### config.mk
export PLATFORM = sky130hd
export DESIGN_NAME = rv_execute
export DESIGN_NICKNAME = d
export VERILOG_FILES = /design/src/rv_pkg.sv /design/src/rv_execute.sv
export SDC_FILE = /design/constraint.sdc
export NUM_CORES = 1
export LEC_CHECK = 0
export ABC_CLOCK_PERIOD_IN_PS = 4000
export BUFFER_PORTS_ARGS = -buffer_cell sky130_fd_sc_hd__buf_2
export CELL_PAD_IN_SITES_DETAIL_PLACEMENT = 0
export CELL_PAD_IN_SITES_GLOBAL_PLACEMENT = 1
export CORE_UTILIZATION = 37
export CTS_CLUSTER_DIAMETER = 60
export DETAILED_ROUTE_END_ITERATION = 10
export HOLD_SLACK_MARGIN = 0.12
export PLACE_DENSITY = 0.91
export REMOVE_ABC_BUFFERS = 1
export SLEW_MARGIN = 20
export SYNTH_ARGS = -nofsm -noshare
export SYNTH_HDL_FRONTEND = slang
export SYNTH_SLANG_ARGS = --single-unit
export TNS_END_PERCENT = 10
### constraint.sdc
create_clock -name clk -period 4 [get_ports clk]
set_clock_uncertainty 0.1 [all_clocks]
set_input_delay 0.2 -clock clk [delete_from_list [all_inputs] [get_ports clk]]
set_output_delay 0.2 -clock clk [all_outputs]
set_load 0.02 [all_outputs]
### src/rv_pkg.sv
package rv_pkg;

	localparam int xlen = 32;            // Data word width
	localparam int imem_words = 1024;    // 4 KiB program space
	localparam int dmem_words = 1024;    // 4 KiB data space

	typedef logic [xlen-1:0] word_t;
	typedef logic [4:0] reg_addr_t;
	typedef logic [11:0] pc_t;           // Byte address into instruction memory
	typedef logic [9:0] dmem_addr_t;     // Word address, also the con port address
	typedef logic [3:0] byte_en_t;       // One enable per byte lane

	// Major opcodes, inst[6:0]
	localparam logic [6:0] op_reg = 7'h33;
	localparam logic [6:0] op_imm = 7'h13;
	localparam logic [6:0] op_lui = 7'h37;
	localparam logic [6:0] op_load = 7'h03;
	localparam logic [6:0] op_store = 7'h23;
	localparam logic [6:0] op_branch = 7'h63;

	// Branch conditions in funct3
	localparam logic [2:0] f3_beq = 3'b000;
	localparam logic [2:0] f3_bne = 3'b001;
	localparam logic [2:0] f3_blt = 3'b100;
	localparam logic [2:0] f3_bge = 3'b101;
	localparam logic [2:0] f3_bltu = 3'b110;
	localparam logic [2:0] f3_bgeu = 3'b111;

	typedef enum logic [3:0] {
		alu_add,
		alu_sub,
		alu_sll,
		alu_slt,
		alu_sltu,
		alu_xor,
		alu_srl,
		alu_sra,
		alu_or,
		alu_and
	} alu_op_t;

	// Write-back source
	typedef enum logic [1:0] {
		sel_alu = 2'd0,
		sel_imm = 2'd1,      // LUI
		sel_load = 2'd2
	} wb_sel_t;

	// Load/store size, same encoding as funct3
	typedef enum logic [2:0] {
		size_b = 3'd0,
		size_h = 3'd1,
		size_w = 3'd2,
		size_bu = 3'd4,
		size_hu = 3'd5
	} mem_size_t;

endpackage

### src/rv_execute.sv
module rv_execute (
	input  logic clk,
	input  logic rst_n,
	input  logic ex_valid,
	input  rv_pkg::alu_op_t ex_alu_op,
	input  rv_pkg::word_t ex_op_a,
	input  rv_pkg::word_t ex_op_b,
	input  rv_pkg::word_t ex_store_data,
	input  rv_pkg::word_t ex_imm,
	input  rv_pkg::reg_addr_t ex_rd,
	input  logic ex_wr_en,
	input  rv_pkg::wb_sel_t ex_wb_sel,
	input  logic ex_is_store,
	input  logic ex_is_branch,
	input  logic [2:0] ex_funct3,
	input  rv_pkg::mem_size_t ex_mem_size,
	input  rv_pkg::pc_t ex_pc,
	output logic branch_taken,
	output rv_pkg::pc_t branch_target,
	output rv_pkg::word_t ex_result,
	output rv_pkg::byte_en_t dm_we,
	output rv_pkg::dmem_addr_t dm_addr,
	output rv_pkg::word_t dm_wdata,
	output logic wb_valid,
	output rv_pkg::reg_addr_t wb_rd,
	output logic wb_wr_en,
	output rv_pkg::wb_sel_t wb_wb_sel,
	output rv_pkg::word_t wb_alu,
	output rv_pkg::word_t wb_imm,
	output rv_pkg::mem_size_t wb_mem_size,
	output logic [1:0] wb_byte_off
);
	import rv_pkg::*;

	word_t alu_out;
	logic [4:0] shamt;
	logic eq, lt, ltu;           // Shared by SLT/SLTU and the branch compare
	logic cond;
	byte_en_t store_be;
	logic [1:0] byte_off;

	assign shamt = ex_op_b[4:0];
	assign eq = ex_op_a == ex_op_b;
	assign lt = $signed(ex_op_a) < $signed(ex_op_b);
	assign ltu = ex_op_a < ex_op_b;

	always_comb begin
		case (ex_alu_op)
			alu_add: alu_out = ex_op_a + ex_op_b;
			alu_sub: alu_out = ex_op_a - ex_op_b;
			alu_sll: alu_out = ex_op_a << shamt;
			alu_slt: alu_out = {{(xlen-1){1'b0}}, lt};
			alu_sltu: alu_out = {{(xlen-1){1'b0}}, ltu};
			alu_xor: alu_out = ex_op_a ^ ex_op_b;
			alu_srl: alu_out = ex_op_a >> shamt;
			alu_sra: alu_out = $signed(ex_op_a) >>> shamt;
			alu_or: alu_out = ex_op_a | ex_op_b;
			default: alu_out = ex_op_a & ex_op_b;
		endcase
	end

	always_comb begin
		case (ex_funct3)
			f3_beq: cond = eq;
			f3_bne: cond = !eq;
			f3_blt: cond = lt;
			f3_bge: cond = !lt;
			f3_bltu: cond = ltu;
			f3_bgeu: cond = !ltu;
			default: cond = 1'b0;
		endcase
	end

	assign branch_taken = ex_valid && ex_is_branch && cond;
	assign branch_target = ex_pc + ex_imm[11:0];

	// LUI is forwarded from here before its write-back
	assign ex_result = (ex_wb_sel == sel_imm) ? ex_imm : alu_out;

	// Store block, data replicated across lanes and masked by enables
	assign byte_off = alu_out[1:0];
	always_comb begin
		case (ex_mem_size)
			size_b, size_bu: begin
				store_be = 4'b0001 << byte_off;
				dm_wdata = {4{ex_store_data[7:0]}};
			end
			size_h, size_hu: begin
				store_be = byte_off[1] ? 4'b1100 : 4'b0011;
				dm_wdata = {2{ex_store_data[15:0]}};
			end
			default: begin
				store_be = 4'b1111;
				dm_wdata = ex_store_data;
			end
		endcase
	end

	assign dm_we = (ex_valid && ex_is_store) ? store_be : '0;
	assign dm_addr = alu_out[11:2];  // Loads read at this edge too

	always_ff @(posedge clk or negedge rst_n) begin
		if (!rst_n) begin
			wb_valid <= 1'b0;
			wb_wr_en <= 1'b0;
		end else begin
			wb_valid <= ex_valid;
			wb_wr_en <= ex_valid && ex_wr_en;
		end
	end

	always_ff @(posedge clk) begin
		wb_rd <= ex_rd;
		wb_wb_sel <= ex_wb_sel;
		wb_alu <= alu_out;
		wb_imm <= ex_imm;
		wb_mem_size <= ex_mem_size;
		wb_byte_off <= byte_off;     // Lane select for the load block
	end

endmodule

; After elaboration in Yosys (flattened, before gate mapping)
; Index checks and enable logic that the tools add are counted.
[word_totals]
ff_bits = 78
[classes]
n_addsub = 3
n_lt_le_gt_ge = 2
eq_ne = 18
shift = 4
muxes = 7
bitwise = 3
reduce_logical = 12
[op_table]
columns = op, count
row1 = 32-bit one-hot mux with 9 select lines, 1
row2 = 32-bit less-than comparator, 2
row3 = 32-bit one-hot mux with 2 select lines, 1
row4 = 32-bit adder, 1
row5 = 32-bit AND, 1
row6 = 32-bit == test, 1
row7 = 32-bit two-way mux, 1
row8 = 32-bit bitwise OR, 1
row9 = 32-bit by 5-bit left shift with 32-bit output, 1
row10 = 32-bit by 5-bit >> shifter with 32-bit output, 1
row11 = 32-bit by 5-bit >>> shifter with 32-bit output, 1
row12 = 32-bit subtractor, 1
row13 = 32-bit XOR, 1
row14 = 3-bit == test (second input constant), 6
row15 = 4-bit by 3-bit == test with 1-bit output (second input constant), 4
row16 = 12-bit adder, 1
row17 = 4-bit by 2-bit == test with 1-bit output (second input constant), 2
row18 = 4-bit two-way mux, 2
row19 = 4-bit one-hot mux with 2 select lines, 1
row20 = 3-bit by 1-bit == test with 1-bit output (second input constant), 2
row21 = 3-bit zero test, 2
row22 = 1-bit one-hot mux with 6 select lines, 1
row23 = 4-bit by 1-bit == test with 1-bit output (second input constant), 1
row24 = 4-bit == test (second input constant), 1
row25 = other kinds (6), 12

; Longest topological paths before layout
[depth]
word_depth = 5
ltp_mapped = 16
depth_no_buf = 14

; Worst setup path after synthesis
; Ideal clock, no wire load.
[synth_timing]
path_type = input port to output port
start = in ex_op_b[2]
end = out ex_result[7]
arrival_ns = 3.655
path_slack_ns = 0.045
path_stages = 15
path_cell_list = buf_2 inv_2 buf_1 clkbuf_1 ha_1 buf_2 nor3_1 o31ai_1 nand2_1 a21o_1 a21oi_1 or4b_2 nand4_1 a211oi_1 a221oi_1
[synth_between]
elab_chain_len = 3
word_cells_on_any_way = 7
cone_classes = 2 x add/sub / 3 x shift / 2 x mux
[synth_lines]
columns = item, line_no
row1 = from (decl), rv_execute.sv:7  ; input rv_pkg::word_t ex_op_b,
row2 = 32-bit subtractor (tied with other cells), rv_execute.sv:50  ; alu_sub: alu_out = ex_op_a - ex_op_b;
row3 = 32-bit one-hot mux with 9 select lines (*), rv_execute.sv:48  ; case (ex_alu_op)
row4 = 32-bit two-way mux (*), rv_execute.sv:78  ; assign ex_result = (ex_wb_sel == sel_imm) ? ex_imm : alu_out;
row5 = to (decl), rv_execute.sv:20  ; output rv_pkg::word_t ex_result,
; Every way passes the cells marked *; elsewhere a longest branch is shown, timed or not.

; Final worst setup path
[layout_timing]
start = in ex_op_a[8]
end = out ex_result[28]
[layout_between]
elab_chain_len = 3
word_cells_on_any_way = 7
cone_classes = 2 x add/sub / 3 x shift / 2 x mux
[layout_lines]
columns = item, line_no
row1 = from (decl), rv_execute.sv:6  ; input rv_pkg::word_t ex_op_a,
row2 = 32-bit subtractor (tied with other cells), rv_execute.sv:50
row3 = 32-bit one-hot mux with 9 select lines (*), rv_execute.sv:48
row4 = net alu_out[28], rv_execute.sv:35  ; word_t alu_out;
row5 = 32-bit two-way mux (*), rv_execute.sv:78
; Mark *: on every way through the listed nets, which the timed path passes. The rest lies on a longest branch.

==> results.yml <==
clock_network:
  cts_sinks: 76
  cts_root_buf: "clkbuf_16"
  cts_buffers: 9
  cts_tree: "built"
  clkSlewWorstSetupHoldPaths_ns: 0.06
  cts_setup_buffers: 0
  cts.path.max_buffers: 2
  htree_num_levels: 3
floorplan:
  rows: 66
  boundaryPins: 332
  core_sq_um: 32450
  die_area_sq_um: 33660
  initial_utilization: 0.3754
  fp.dieW_microns: 183.5
  fp.dieH_microns: 183.5
timing:
  fin_crit_ns: 3.851
  worst_pin_slew_ns: 1.032
  setup_tns_ns: 0
  fmax_mhz: 259.6
  hold_slack_ns: 0.1880
  hold_viol: 0
  setup_viol: 0
  slew_headroom: 0.3047
  rsz0062_at_grt: "no"
  slew_violations: 0
  timing.final.crit_share: 0.9629
setup_path:
  cp.required_ns: 3.70
  start_kind: "input pin"
  worstPathArrival_ns: 3.55
  worstPathMaxFanout: 10
  cp-end-kind: "primary output"
  crit_type: "in2out"
routing:
  drt_pass1_iterations: 6
  vias_per_cell: 6.053
  detail_route.wirelength_mm: 58.61
  drcViolationCount: 0
  initialDrtViolationCount: 1951
  ant_nets: 0
  vias: 14700
  routedWlPerCell_microns: 24.14
outcome:
  run_status: "finished, final reports clean"
place:
  numPortBuffers: 331
  dp_hpwl_mm: 46.66
  place_inst: 2366
  gp_congestion: 1.026
global_routing:
  grt_pass1_wl_mm: 84.57
  grt_pass1_vias: 13420
  antenna_found_initial: 1
  gr-total-overflow: 0
  track_usage: 0.3370
  grt_max_degree: 75
finish:
  drive_gt1_frac: 0.2972
  finish.utilization: 0.4715
  nets: 2256
  areaGrowthSynthToFinish_pct: 25.59
  instances_no_fill: 2428
  fillers: 3319
power_and_ir_drop:
  vdd_drop_max_v: 0.0002281
  power.density_nw_per_um2: 248.1
  leakagePower_uw: 0.006952
logic_synthesis:
  async_flop_share: 0.02632
  synth_flop_cell: "dfxtp_1"
  synth.distinct_cells: 91
  yosys.area.top_type: "dfxtp_1"
  ys_seq_area_frac: 0.1257
  ys_ff_latch: 76
  synth_warnings: 0
  netlist_top_cells_area: "dfxtp_1 12%, ha_1 11%, mux4_2 10%"
  synth_cells: 1624
  synth_edf_count: 0
  synth.top_cell.area_share: 0.1216
  synth_area_sq_um: 12180
  avgSynthCellArea_sq_um: 7.503
min_path:
  hp-class: "in2reg"
  min_to: "wb_alu[31]$_DFF_P_"
  hold_path_depth: 3
  hold_start: "ex_op_b[31]"
flow_run:
  max-cap-violations: 0
-- cells in the final DEF, fill, tap and decap left out, types with 36 or more instances in the layout --
cell type,Yosys,routed
nor2_1,190,189
inv_1,109,109
mux2_2,41,41
nand2_1,143,143
o21ai_0,93,93
dfxtp_1,74,74
dlygate4sd3_1,0,47
buf_4,24,101
mux4_2,55,55
ha_1,108,108
mux2i_1,36,36
buf_2,24,330
a21oi_1,136,136
-- cell families after synthesis --
logic type                 count (synthesis)  synth area share
and+or+nand+nor                          499            0.1858
muxes                                    132            0.1691
AOI/OAI and AO/OA                        531            0.2949
buffers and inverters                    250           0.09067
adders and majority gates                111            0.1158
DFF                                       76            0.1257
xor gates and xnor gates                  25           0.01797
-- state kept, by name (all words and copies together) (netlist names) --
register,count
wb_mem_size,3
wb_rd,5
wb_valid,1
wb_byte_off,1
wb_imm,32
wb_wb_sel,2
wb_alu,31
wb_wr_en,1
-- layer usage --
metal / up-vias / global-route usage / routed length (microns)
li1: 6692 / - / -
met1: 6844 / 0.4705 / 24760
met2: 1017 / 0.4802 / 24430
met3: 141 / 0.09013 / 6898
met4: 2 / 0.1493 / 2506
met5: - / 0 / 8
-- through the flow --
| stage | setup WS [ns] | instance area, sq um | power (uW) |
|---|---|---|---|
| finish | 0.1486 | 15300 | 3797 |
| global route | 0.02862 | 15300 | 3984 |
| CTS | 0.2163 | 15290 | 3762 |
| detailed placement | 0.2248 | 14570 | 2966 |
| global placement | 0.2728 | 14570 | 2961 |
| floorplan | -0.06287 | 11510 | 2081 |
-- how the worst max path moves through the flow --
stage,start,to,slack [ns]
2_1_floorplan,ex_alu_op[1],ex_result[4],-0.06
3_3_place_gp,ex_op_a[8],branch_taken,0.27
3_5_place_dp,ex_op_a[8],branch_taken,0.22
4_1_cts,ex_op_a[8],branch_taken,0.22
5_1_grt,ex_op_b[1],ex_result[19],0.03
6_report,ex_op_a[8],ex_result[28],0.15
-- power breakdown --
part / internal, uW / leakage [uW] / switching, uW / total (uW)
combinational: 826 / 0.00618 / 1390 / 2220
clock: 410 / 0.000121 / 326 / 736
sequential: 823 / 0.000649 / 16.9 / 840
total: 2060 / 0.00695 / 1740 / 3800
-- critical path: stages --
cell	delay, ns
buf_2	0.19
inv_1	0.07
ha_1	0.41
or3_4	0.40
or3_4	0.38
a21oi_2	0.24
o21ai_0	0.18
a21oi_1	0.23
o21ai_0	0.16
a211oi_1	0.46
a21oi_1	0.19
mux2_2	0.29
buf_2	0.16
-- cells in the mapped netlist, types with 6 or more instances --
cell type	instances
nor2b_1	14
mux2i_1	36
a221oi_1	8
buf_2	24
nor4_1	11
mux2_2	41
a31oi_1	35
nor2_1	190
buf_1	7
o2111ai_1	7
a211oi_1	32
o211ai_1	22
o22ai_1	12
o21a_1	12
dfxtp_1	74
a21boi_0	9
o21bai_1	12
buf_6	6
a2111oi_0	8
or2_2	10
xnor2_1	22
inv_1	109
a21o_1	17
clkbuf_1	73
ha_1	108
mux4_2	55
buf_4	24
nand2_1	143
o21ai_0	93
o31ai_1	15
nor3_1	35
a21oi_1	136
a211o_1	8
nand2b_1	10
o41ai_1	7
and3_1	8
o21ai_1	6
o221ai_1	14
nand3_1	34
nand4_1	9
or3_1	9
-- cell type report --
cell class | instances | area, sq um | area share
Clock inverter | 3 | 17.52 | 0.001145
Tap cell | 442 | 553.0 | 0.03614
Timing Repair Buffer | 482 | 2960 | 0.1935
Antenna cell | 1 | 2.502 | 0.0001635
Sequential cell | 76 | 1531 | 0.1001
Inverter | 115 | 431.7 | 0.02821
Multi-Input combinational cell | 1298 | 9573 | 0.6256
Clock buffer | 11 | 232.7 | 0.01521
-- timing repair --
| action | in CTS | in global routing |
|---|---|---|
| endpoints found under the setup margin | 0 | 1 |
| hold endpoints to repair | 46 | 0 |
| gates resized for setup | 0 | 2 |
| hold buffers | 47 | 0 |
Note: power is estimated with default switching activity, not from simulation.
