**src/rv_pkg.sv**
```systemverilog
package rv_pkg;

	localparam int xlen = 32;            // Data word width
	localparam int imem_words = 1024;    // 4 KiB program space
	localparam int dmem_words = 1024;    // 4 KiB data space

	typedef logic [xlen-1:0] word_t;
	typedef logic [4:0] reg_addr_t;
	typedef logic [11:0] pc_t;           // Byte address into instruction memory
	typedef logic [9:0] dmem_addr_t;     // Word address, also the con port address
	typedef logic [3:0] byte_en_t;       // One enable per byte lane

	// Major opcodes, inst[6:0]
	localparam logic [6:0] op_reg = 7'h33;
	localparam logic [6:0] op_imm = 7'h13;
	localparam logic [6:0] op_lui = 7'h37;
	localparam logic [6:0] op_load = 7'h03;
	localparam logic [6:0] op_store = 7'h23;
	localparam logic [6:0] op_branch = 7'h63;

	// Branch conditions in funct3
	localparam logic [2:0] f3_beq = 3'b000;
	localparam logic [2:0] f3_bne = 3'b001;
	localparam logic [2:0] f3_blt = 3'b100;
	localparam logic [2:0] f3_bge = 3'b101;
	localparam logic [2:0] f3_bltu = 3'b110;
	localparam logic [2:0] f3_bgeu = 3'b111;

	typedef enum logic [3:0] {
		alu_add,
		alu_sub,
		alu_sll,
		alu_slt,
		alu_sltu,
		alu_xor,
		alu_srl,
		alu_sra,
		alu_or,
		alu_and
	} alu_op_t;

	// Write-back source
	typedef enum logic [1:0] {
		sel_alu = 2'd0,
		sel_imm = 2'd1,      // LUI
		sel_load = 2'd2
	} wb_sel_t;

	// Load/store size, same encoding as funct3
	typedef enum logic [2:0] {
		size_b = 3'd0,
		size_h = 3'd1,
		size_w = 3'd2,
		size_bu = 3'd4,
		size_hu = 3'd5
	} mem_size_t;

endpackage

```
**src/rv_decode.sv**
```systemverilog
module rv_decode (
	input  logic clk,
	input  logic rst_n,
	input  logic id_valid,
	input  rv_pkg::word_t id_inst,
	input  rv_pkg::pc_t id_pc,
	input  logic branch_taken,
	input  rv_pkg::word_t ex_result,
	input  logic rf_we,
	input  rv_pkg::reg_addr_t rf_waddr,
	input  rv_pkg::word_t rf_wdata,
	output logic stall,
	output logic ex_valid,
	output rv_pkg::alu_op_t ex_alu_op,
	output rv_pkg::word_t ex_op_a,
	output rv_pkg::word_t ex_op_b,
	output rv_pkg::word_t ex_store_data,
	output rv_pkg::word_t ex_imm,
	output rv_pkg::reg_addr_t ex_rd,
	output logic ex_wr_en,
	output rv_pkg::wb_sel_t ex_wb_sel,
	output logic ex_is_load,
	output logic ex_is_store,
	output logic ex_is_branch,
	output logic [2:0] ex_funct3,
	output rv_pkg::mem_size_t ex_mem_size,
	output rv_pkg::pc_t ex_pc
);
	import rv_pkg::*;

	logic [6:0] opcode;
	logic [2:0] funct3;
	logic funct7_5;              // Picks SUB and SRA
	reg_addr_t rs1, rs2, rd;
	word_t imm_i, imm_s, imm_b, imm_u;

	alu_op_t alu_op;
	word_t imm;
	wb_sel_t wb_sel;
	logic use_imm;               // Operand B is the immediate
	logic wr_en, is_load, is_store, is_branch;
	logic use_rs1, use_rs2;      // Source actually read, for the hazard check

	word_t rf [32];
	word_t rf_a, rf_b;
	logic ex_hit_a, ex_hit_b, wb_hit_a, wb_hit_b;
	word_t fwd_a, fwd_b;
	logic bubble;

	assign opcode = id_inst[6:0];
	assign funct3 = id_inst[14:12];
	assign funct7_5 = id_inst[30];
	assign rd = id_inst[11:7];
	assign rs1 = id_inst[19:15];
	assign rs2 = id_inst[24:20];

	assign imm_i = {{20{id_inst[31]}}, id_inst[31:20]};
	assign imm_s = {{20{id_inst[31]}}, id_inst[31:25], id_inst[11:7]};
	assign imm_b = {{19{id_inst[31]}}, id_inst[31], id_inst[7], id_inst[30:25],
		id_inst[11:8], 1'b0};
	assign imm_u = {id_inst[31:12], 12'h000};

	// Register and immediate forms share the funct3 map
	function automatic alu_op_t f3_to_alu(input logic [2:0] f3, input logic alt);
		alu_op_t op;
		case (f3)
			3'd0: op = alt ? alu_sub : alu_add;
			3'd1: op = alu_sll;
			3'd2: op = alu_slt;
			3'd3: op = alu_sltu;
			3'd4: op = alu_xor;
			3'd5: op = alt ? alu_sra : alu_srl;
			3'd6: op = alu_or;
			default: op = alu_and;
		endcase
		return op;
	endfunction

	always_comb begin
		alu_op = alu_add;        // Address add for loads and stores
		imm = imm_i;
		wb_sel = sel_alu;
		use_imm = 1'b0;
		wr_en = 1'b0;
		is_load = 1'b0;
		is_store = 1'b0;
		is_branch = 1'b0;
		use_rs1 = 1'b0;
		use_rs2 = 1'b0;
		case (opcode)
			op_reg: begin
				alu_op = f3_to_alu(funct3, funct7_5);
				wr_en = 1'b1;
				use_rs1 = 1'b1;
				use_rs2 = 1'b1;
			end
			op_imm: begin
				alu_op = f3_to_alu(funct3, funct7_5 && funct3 == 3'd5);  // Only SRAI
				use_imm = 1'b1;
				wr_en = 1'b1;
				use_rs1 = 1'b1;
			end
			op_lui: begin
				imm = imm_u;
				wb_sel = sel_imm;
				wr_en = 1'b1;
			end
			op_load: begin
				use_imm = 1'b1;
				wr_en = 1'b1;
				wb_sel = sel_load;
				is_load = 1'b1;
				use_rs1 = 1'b1;
			end
			op_store: begin
				imm = imm_s;
				use_imm = 1'b1;
				is_store = 1'b1;
				use_rs1 = 1'b1;
				use_rs2 = 1'b1;      // Store data
			end
			op_branch: begin
				imm = imm_b;         // Target offset, compare uses rs2
				is_branch = 1'b1;
				use_rs1 = 1'b1;
				use_rs2 = 1'b1;
			end
			default: ;               // Unknown opcode runs as a NOP
		endcase
	end

	always_ff @(posedge clk) begin
		if (rf_we)
			rf[rf_waddr] <= rf_wdata;
	end

	assign rf_a = (rs1 == '0) ? '0 : rf[rs1];   // x0 reads zero
	assign rf_b = (rs2 == '0) ? '0 : rf[rs2];

	// A load in execute has no value yet, that case stalls instead
	assign ex_hit_a = ex_valid && ex_wr_en && !ex_is_load && rs1 != '0 && ex_rd == rs1;
	assign ex_hit_b = ex_valid && ex_wr_en && !ex_is_load && rs2 != '0 && ex_rd == rs2;
	assign wb_hit_a = rf_we && rf_waddr == rs1;
	assign wb_hit_b = rf_we && rf_waddr == rs2;

	// Youngest producer first
	assign fwd_a = ex_hit_a ? ex_result : wb_hit_a ? rf_wdata : rf_a;
	assign fwd_b = ex_hit_b ? ex_result : wb_hit_b ? rf_wdata : rf_b;

	assign stall = id_valid && ex_valid && ex_is_load && ex_rd != '0 &&
		((use_rs1 && ex_rd == rs1) || (use_rs2 && ex_rd == rs2));
	assign bubble = !id_valid || stall || branch_taken;

	always_ff @(posedge clk or negedge rst_n) begin
		if (!rst_n) begin
			ex_valid <= 1'b0;
			ex_wr_en <= 1'b0;
			ex_is_load <= 1'b0;
			ex_is_store <= 1'b0;
			ex_is_branch <= 1'b0;
		end else begin
			ex_valid <= !bubble;
			ex_wr_en <= wr_en && !bubble;
			ex_is_load <= is_load && !bubble;
			ex_is_store <= is_store && !bubble;
			ex_is_branch <= is_branch && !bubble;
		end
	end

	always_ff @(posedge clk) begin
		ex_alu_op <= alu_op;
		ex_op_a <= fwd_a;
		ex_op_b <= use_imm ? imm : fwd_b;
		ex_store_data <= fwd_b;
		ex_imm <= imm;
		ex_rd <= rd;
		ex_wb_sel <= wb_sel;
		ex_funct3 <= funct3;
		ex_mem_size <= mem_size_t'(funct3);
		ex_pc <= id_pc;
	end

endmodule

```
**config.mk**
```make
export PLATFORM = sky130hd
export DESIGN_NAME = rv_decode
export DESIGN_NICKNAME = d
export VERILOG_FILES = /design/src/rv_pkg.sv /design/src/rv_decode.sv
export SDC_FILE = /design/constraint.sdc
export NUM_CORES = 1
export LEC_CHECK = 0
export BUFFER_PORTS_ARGS = -buffer_cell sky130_fd_sc_hd__buf_2
export CORE_MARGIN = 1.5
export CORE_UTILIZATION = 55
export DETAILED_ROUTE_END_ITERATION = 12
export GPL_TIMING_DRIVEN = 0
export HOLD_SLACK_MARGIN = 0.05
export PLACE_DENSITY = 0.73
export SYNTH_ARGS = -nofsm -noshare
export SYNTH_HDL_FRONTEND = slang
export SYNTH_SLANG_ARGS = --single-unit
```
**constraint.sdc**
```tcl
create_clock -name clk -period 2.3 [get_ports clk]
set_input_delay 0.46 -clock clk [delete_from_list [all_inputs] [get_ports clk]]
set_output_delay 0.46 -clock clk [all_outputs]
set_load 0.03 [all_outputs]
```
# Word level (Yosys, flattened, before mapping)
# Memory sizes are Yosys's and may differ from the RTL's.
# Cells that the tools add are included.
# Widths: inputs -> output; s select.
dict set report totals {
  ram_bits 1024
  mem_count 1
  out_inout_bits 163
  reg_bits 159
  romBits 0
  word_cells 91
  latchBits 0
}
# name depth width read_ports rd_clocked_by_memory_dff wr line_no
set mem_list {}
lappend mem_list {rf 32 32 2 0 1 rv_decode.sv:44} ;# word_t rf [32];
dict set report op_classes {
  div_mod_pow 0
  add_sub_neg 0
  shifts 0
  n_lt_le_gt_ge 0
  muxes 25
  reduce_logical 35
  multipliers 0
  bitwise_logic 0
  n_eq_ne 16
}
# op count
set op_table {}
lappend op_table {{$mux 32} 7}
lappend op_table {{$pmux 31 s3} 1}
lappend op_table {{$pmux 4 s7} 2}
lappend op_table {{$eq 7x6->1 const B} 3}
lappend op_table {{$eq 5x5->1} 4}
lappend op_table {{$logic_and 1x1->1} 19}
lappend op_table {{$reduce_bool 5->1} 3}
lappend op_table {{$mux 1} 13}
lappend op_table {{$logic_not 5->1} 2}
lappend op_table {{$eq 3x3->1 const B} 3}
lappend op_table {{$pmux 4 s2} 1}
lappend op_table {{$eq 7x2->1 const B} 1}
lappend op_table {{$eq 7x5->1 const B} 1}
lappend op_table {{$eq 7x7->1 const B} 1}
lappend op_table {{$eq 3x2->1 const B} 2}
lappend op_table {{$reduce_or 3->1} 2}
lappend op_table {{$reduce_or 5->1} 1}
lappend op_table {{$pmux 2 s2} 1}
lappend op_table {{$reduce_or 4->1} 1}
lappend op_table {{$eq 3x1->1 const B} 1}
lappend op_table {{$logic_not 1->1} 3}
lappend op_table {{$logic_not 3->1} 1}
lappend op_table {{$logic_or 1x1->1} 3}

# Longest topological paths before layout
# Gate-level depths: netlist of the first run.
dict set report depth {
  word_depth 10
  mapped_depth 11
}

# Worst setup path after synthesis of the first run
# OpenSTA, ideal clock, no wires.
dict set report synth_path {
  kind {input -> register}
  start {input port rf_waddr[0]}
  end {memory rf[28][0] (netlist name), enable pin}
  stages 4
  slack_ns -0.750
  t_arrival_ns 2.629
  path_buffers 2
  required_time_ns 1.879
  setup_time_ns 0.421
  cell_sequence {clkbuf_1 -> or3b_2 -> clkbuf_1 -> nor2_1}
}
# item line_no
set synth_rtl {}
lappend synth_rtl {{start: declaration} rv_decode.sv:10} ;# input rv_pkg::reg_addr_t rf_waddr,
lappend synth_rtl {{end: declaration} rv_decode.sv:44}
# Straight into the memory's write port.

# Worst setup path in the final report of the first run
dict set report layout_path {
  start {register ex_rd[1]}
  end {output port stall}
}
dict set report layout_between {
  elab_chain_cells 4
}
# item line_no
set layout_rtl {}
lappend layout_rtl {{start: declaration} rv_decode.sv:19} ;# output rv_pkg::reg_addr_t ex_rd,
lappend layout_rtl {{start signal: assignment} rv_decode.sv:176} ;# ex_rd <= rd;
lappend layout_rtl {{$eq 5x5->1} rv_decode.sv:151} ;# ((use_rs1 && ex_rd == rs1) || (use_rs2 && ex_rd == rs2));
lappend layout_rtl {{$logic_and 1x1->1} rv_decode.sv:151}
lappend layout_rtl {{$logic_or 1x1->1} rv_decode.sv:151}
lappend layout_rtl {{$logic_and 1x1->1 *} rv_decode.sv:150} ;# assign stall = id_valid && ex_valid && ex_is_load && ex_rd != '0 &&
lappend layout_rtl {{end: declaration} rv_decode.sv:12} ;# output logic stall,
# Every way passes the cells marked *; elsewhere a longest branch is shown, timed or not.

==> results.py, run 1 <==
metrics = {
    "drt": {
        "drt_wl_total_um": 183000,
        "drc": 0,
        "viasPerCell": 7.34,
        "dr.pass1.iters": 7,
        "wl_per_cell_um": 39.1,
        "final_antenna_net_count": 0,
        "drt-initial-drc-count": 6191,
        "num_vias": 34400,
    },
    "yosys": {
        "syn_inst": 2801,
        "synth_flop_cell": "edfxtp_1",
        "seq_area_frac_synth": 0.643,
        "syn_area_per_cell_um2": 18.9,
        "synth_nets": 2919,
        "synth_edf_count": 1024,
        "synth_top_area_cell": "edfxtp_1",
        "synthDominantCellAreaShare": 0.582,
        "netlist_area_um2": 52800,
        "synth.ff_latch_count": 1183,
        "yosysWarnings": 0,
        "synthTopCellsByArea": "edfxtp_1, mux4_2, dfxtp_1",
        "synth.distinct_cells": 59,
        "synthArstFlopShare": 0.00423,
    },
    "global_routing": {
        "antenna_found_initial": 11,
        "grt_max_degree": 35,
        "grt_overflow_total": 0,
        "track_usage": 0.373,
        "grt_pass1_wl_um": 254000,
        "grt_pass1_vias": 33900,
    },
    "worst_hold_path": {
        "whs_path_depth": 3,
        "holdPathEnd": "ex_op_a[9]$_DFF_P_",
        "min_from": "ex_result[9]",
        "hold_class": "in2reg",
    },
    "worst_setup_path": {
        "cp_max_fo": 4,
        "crit_family": "simple AND/OR/NAND/NOR gates",
        "endpoint_kind": "primary output",
        "r2r_end": "ex_op_b[3]$_DFF_P_",
        "crit_chain": "or4_1, o2111ai_2, a221oi_2, buf_4",
        "critPathArrivalTime_ns": 2.12,
        "worst_path_largest_cell_delay_ns": 0.57,
        "rr_startpoint": "ex_rd[3]$_DFF_P_",
        "slowest_stage": "or4_1",
        "required_ns": 1.84,
        "worstSetupPathType": "reg2out",
        "r2r_slack_ns": 0,
        "r2r_cells": 8,
        "timing.critical_path.buf_inv": 1,
        "startpoint_type": "flip-flop",
    },
    "place": {
        "place_congestion": 0.989,
        "dpl_worst_slack_ns": -2.06,
        "dp.cells": 4364,
        "hpwl_um": 125000,
        "port_buffers": 267,
    },
    "cts": {
        "cts_sinks": 1183,
        "ctsRootBufferMaster": "clkbuf_16",
        "h-tree-depth": 3,
        "clk_latency_ns": 0.72,
        "cts_buffers": 117,
        "clkTransAtPathRegs_ns": 0.06,
        "cts_tree": "built",
        "cts.path.max_buffers": 3,
    },
    "cells_and_area": {
        "drive_gt1_frac": 0.412,
        "syn2layout_area_growth_pct": 19.6,
        "fin_cells": 4688,
        "fin_nets": 3436,
    },
    "pwr": {
        "p_per_area_nw_per_um2": 789,
        "leakage_nw": 21.7,
        "total_power_mw": 49.9,
        "ir_worst_vdd_uv": 674,
    },
    "job": {
        "maxCapViolCount": 0,
    },
    "timing": {
        "rsz0062_at_grt": "yes",
        "finalCritPeriodShare": 1.12,
        "worstMarginPinSlew_ns": 1.20,
        "setup_viol": 69,
        "hold_viol": 0,
        "skew_ns": 0.0284,
        "fin_crit_ns": 2.58,
        "slew_violations": 0,
        "setup_ws_ns": -0.283,
        "max-slew-margin-rel": 0.199,
        "fmax_mhz": 387,
    },
    "floorplan": {
        "io_pins": 281,
        "core_um2": 95000,
        "die_area_um2": 97900,
        "die_w_um": 313,
        "die-height_um": 313,
        "rows": 113,
        "start_util": 0.556,
    },
    "status": {
        "violations": "setup timing",
        "run_status": "finished, violations left",
    },
}
==> how the worst max path moves through the flow <==
stage | to | start | cells after the start | slack (ns)
floorplan | rf[29][0]$_DFFE_PP_ | rf_waddr[1] | 3 | -0.47
global placement | rf[17][18]$_DFFE_PP_ | rf_waddr[0] | 3 | -2.70
finish | stall | ex_rd[1]$_DFF_P_ | 4 | -0.28
CTS | stall | ex_rd[2]$_DFF_P_ | 4 | -0.26
global route | stall | ex_rd[3]$_DFF_P_ | 5 | -0.35
detailed placement | ex_op_b[29]$_DFF_P_ | id_inst[20] | 11 | -2.06
==> per-stage QoR <==
step                      cell area [um2]   TNS, ns   util  hold WS [ns]
after CTS                           62200    -0.300  0.654        0.0500
final                               63200     -3.10  0.665        0.0566
after global routing                63200     -1.02  0.665        0.0658
after detailed placement            56600   -765.69  0.596         0.281
after floorplan                     52900   -367.30      -         0.164
after global placement              55800  -2205.76  0.587         0.280
==> where the power goes <==
part	internal [mW]	total (mW)	switching, mW
clock network	11.7	20.0	8.31
logic	2.14	5.80	3.66
registers	23.8	24.1	0.233
==> cells in the final DEF, fill, tap and decap left out, drive strengths merged, types with 12 or more instances in the layout <==
| cell | Yosys | layout |
|---|---|---|
| nor2b | 14 | 14 |
| o211ai | 22 | 22 |
| clkbuf | 103 | 249 |
| clkinv | 0 | 40 |
| inv | 36 | 37 |
| mux2 | 30 | 30 |
| a22oi | 92 | 92 |
| xor2 | 14 | 14 |
| a221oi | 34 | 34 |
| a21o | 28 | 28 |
| o31a | 20 | 20 |
| o21ai | 38 | 38 |
| dfxtp | 154 | 154 |
| buf | 122 | 486 |
| edfxtp | 1024 | 1024 |
| o22a | 12 | 12 |
| nor2 | 92 | 95 |
| a21oi | 85 | 85 |
| mux4 | 504 | 504 |
| o31ai | 21 | 21 |
| mux2i | 208 | 208 |
| bufinv | 0 | 14 |
| nand2 | 25 | 25 |
| dlygate4sd3 | 0 | 39 |
| and3 | 35 | 35 |
==> repair_timing <==
item                                    4_1_cts  5_1_grt
gates resized for setup                     362      151
endpoints found under the setup margin      259      331
pin swaps                                    19       31
hold endpoints to repair                     55        0
cloned                                        3        1
buffers inserted                             14       50
hold buffers                                 39        0
==> tightest hold or removal path, cell delays in order <==
cell and delay, ns:
buf_2 0.11, a221oi_1 0.09, o21ai_1 0.07
==> layout make-up <==
class | count | area, um2
Antenna cell | 4 | 10.0
Buffer | 219 | 1840
Clock buffer | 162 | 3350
Clock inverter | 58 | 646
Fill cell | 6137 | 31800
Inverter | 36 | 135
Multi-Input combinational cell | 1360 | 18600
Sequential cell | 1183 | 34000
Tap cell | 1265 | 1580
Timing Repair Buffer | 401 | 3040
==> kinds of logic after synthesis <==
family,share of synthesized area
compound gates,0.0495
simple gates,0.0212
xor+xnor,0.00332
buf+inv,0.0223
mux,0.261
flops,0.643
==> Yosys cell counts (4+ instances only) <==
master	n
dfrtp_1	5
mux2i_1	208
nor3_1	7
a221oi_1	34
or3_1	4
edfxtp_1	1024
buf_4	23
clkbuf_1	102
xnor2_1	6
nor2b_1	14
buf_1	34
and3_1	34
a22o_1	8
o31a_1	20
xor2_1	14
nor2_1	92
o211ai_1	22
a21o_1	28
nand3_1	5
a21oi_1	85
o31ai_1	21
buf_6	5
a22oi_1	92
dfxtp_1	154
buf_2	60
o21ai_0	5
nand2_1	25
mux2_2	30
o21ai_1	33
nand3b_1	10
o22a_1	12
nor4_1	8
inv_1	36
mux4_2	504
==> state kept, by name, indices dropped and copies added, names as in the netlist <==
name	flops
ex_is_load	1
ex_mem_size	3
ex_wr_en	1
ex_valid	1
ex_op_b	32
ex_is_store	1
ex_imm	32
ex_is_branch	1
ex_pc	12
ex_store_data	32
ex_op_a	32
ex_rd	5
ex_wb_sel	2
rf	1024
ex_alu_op	4
==> routing by layer <==
metal	wire length (um)	vias up	global-route usage
met4	10200	10	0.181
met5	70	-	0
met1	60100	17400	0.482
met2	81900	3470	0.553
met3	31200	630	0.151
li1	-	12900	-
(Power assumes the default switching activity.)
==> inputs of run 2 (changes only) <==
REMOVE_ABC_BUFFERS = 1   (was not set)
==> results.py, run 2 (synthesis gave the netlist of run 1 again) <==
metrics = {
    "worst_setup_path": {
        "startpoint_type": "flip-flop",
        "worst_path_largest_cell_delay_ns": 0.36,
        "cp_max_fo": 4,
        "rr_startpoint": "ex_rd[4]$_DFF_P_",
        "crit_start": "ex_rd[3]$_DFF_P_",
        "timing.critical_path.buf_inv": 1,
        "crit_chain": "xor2_1, nor3_2, o211ai_1, a221oi_2, buf_4",
        "crit_family": "compound AO/OA/AOI/OAI gates",
        "required_ns": 1.84,
        "endpoint_kind": "primary output",
        "slowest_stage": "dfxtp_2",
        "worstSetupPathType": "reg2out",
        "critPathArrivalTime_ns": 2.12,
    },
    "pwr": {
        "netSwitchingPower_mw": 11.8,
        "p_per_area_nw_per_um2": 795,
        "p_clk_frac": 0.420,
        "p_sw_frac": 0.234,
        "leakage_nw": 21.8,
        "intPower_mw": 38.6,
        "p_comb_frac": 0.103,
        "ir_worst_vdd_uv": 651,
        "p_seq_frac": 0.477,
    },
    "cts": {
        "clk_latency_ns": 0.73,
        "cts_sinks": 1183,
        "cts.path.max_buffers": 3,
        "cts_tree": "built",
        "h-tree-depth": 3,
        "clkTransAtPathRegs_ns": 0.06,
        "ctsRootBufferMaster": "clkbuf_16",
        "cts_buffers": 121,
    },
    "place": {
        "hpwl_um": 98100,
        "placed_cell_area_um2": 57200,
        "place_congestion": 0.823,
        "port_buffers": 280,
        "dp.cells": 4210,
    },
    "cells_and_area": {
        "drive_gt1_frac": 0.375,
        "syn2layout_area_growth_pct": 20.0,
        "design_area_um2": 63400,
        "final_common_cell": "edfxtp_1",
        "largest_register_ffs": 1024,
        "layout_common_cells": "edfxtp_1, mux4_2, buf_2",
        "fillCellCount": 5994,
        "fin_nets": 3297,
        "top_register": "rf",
        "fin_cells": 4560,
        "ff_latch_area_um2": 34000,
        "multi_input_area_um2": 18200,
    },
    "timing": {
        "setup_viol": 27,
        "setup_ws_ns": -0.282,
        "skew_ns": 0.0404,
        "hold_viol": 0,
        "max-slew-margin-rel": 0.193,
        "rsz0062_at_grt": "yes",
        "worstMarginPinSlew_ns": 1.21,
        "fmax_mhz": 387,
        "slew_violations": 0,
        "hold_ws_ns": 0.0727,
        "fin_crit_ns": 2.58,
        "finalCritPeriodShare": 1.12,
    },
    "worst_hold_path": {
        "min_from": "ex_result[25]",
        "hold_class": "in2reg",
    },
    "floorplan": {
        "core_um2": 95000,
        "start_util": 0.556,
        "rows": 113,
        "die_area_um2": 97900,
        "io_pins": 281,
        "die-height_um": 313,
        "die_w_um": 313,
    },
    "status": {
        "violations": "setup timing",
        "run_status": "finished, violations left",
    },
    "drt": {
        "drt-initial-drc-count": 5837,
        "dr.pass1.iters": 8,
        "drt_wl_total_um": 171000,
        "wl_per_cell_um": 37.5,
        "drc": 0,
        "num_vias": 33500,
        "final_antenna_net_count": 0,
        "viasPerCell": 7.34,
    },
    "job": {
        "maxCapViolCount": 0,
    },
    "global_routing": {
        "antenna_found_initial": 6,
        "grt_pass1_wl_um": 241000,
        "grt_pass1_vias": 34100,
        "track_usage": 0.348,
        "grt_overflow_total": 0,
        "grt_max_degree": 103,
    },
}
[run 2: changes by cell type in the layout (fill, tap and decap cells not counted), sizes merged, moves of 6 or more]
cell / before / now
buf: 486 / 400
bufbuf: 0 / 21
bufinv: 14 / 20
clkdlybuf4s15: 6 / 0
inv: 37 / 43
clkinv: 40 / 49
clkbuf: 249 / 153
dlygate4sd3: 39 / 56
[run 2: final cells by class]
cell class | instances | share of cell area
sequential | 1183 | 0.536
inverter | 36 | 0.00213
clock inverter | 79 | 0.0150
timing repair buffer | 478 | 0.0812
antenna | 8 | 0.000316
multi-input combinational | 1359 | 0.287
clock buffer | 152 | 0.0531
tap | 1265 | 0.0250
[run 2: what timing repair did]
| action | in CTS | in global routing |
|---|---|---|
| pin swaps | 16 | 9 |
| hold buffers | 56 | 0 |
| resized for setup | 41 | 12 |
| endpoints found under the hold margin | 89 | 0 |
| cloned | 23 | 1 |
| endpoints found under the setup margin | 107 | 76 |
| buffers inserted | 21 | 10 |
[run 2: layer usage]
| metal | routed length (um) | vias to the layer above | GRT usage |
|---|---|---|---|
| met5 | 52 | - | 0 |
| met2 | 77800 | 3038 | 0.529 |
| met3 | 23500 | 667 | 0.0929 |
| met1 | 60000 | 17100 | 0.469 |
| met4 | 9650 | 8 | 0.175 |
| li1 | - | 12700 | - |
[run 2: power by group through the flow]
stage / clock [mW] / combinational [mW] / sequential (mW)
2_1_floorplan: 0 / 1.88 / 25.1
3_3_place_gp: 0 / 4.99 / 24.4
3_5_place_dp: 0 / 4.69 / 24.5
4_1_cts: 21.2 / 5.08 / 24.0
5_1_grt: 22.1 / 5.37 / 24.1
6_report: 21.2 / 5.19 / 24.0
[run 2: tightest hold or removal path: cells and delay by family]
kind	cells	cell delay, ns
buf+inv	1	0.12
compound gates	2	0.14
[run 2: worst paths after layout]
path	to	slack, ns	cells past startpoint
worst max-delay path	stall	-0.28	5
worst min register to register	ex_op_a[2]$_DFF_P_	0.94	4
worst max register to register	ex_op_a[5]$_DFF_P_	-0.01	7
max in group asynchronous	ex_is_store$_DFF_PN0_	1.47	3
worst min-delay path	ex_op_a[25]$_DFF_P_	0.07	3
min in group asynchronous	ex_wr_en$_DFF_PN0_	0.65	3
[run 2: metrics by stage]
stage	setup TNS, ns	setup slack (ns)	power, mW	util
final	-0.711	-0.282	50.4	0.667
after global routing	-0.848	-0.320	51.5	0.667
after CTS	-0.275	-0.275	50.3	0.665
after detailed placement	-537.14	-2.19	29.1	0.602
after global placement	-4348.84	-12.74	29.4	0.576
after floorplan	-383.32	-0.625	26.9	-
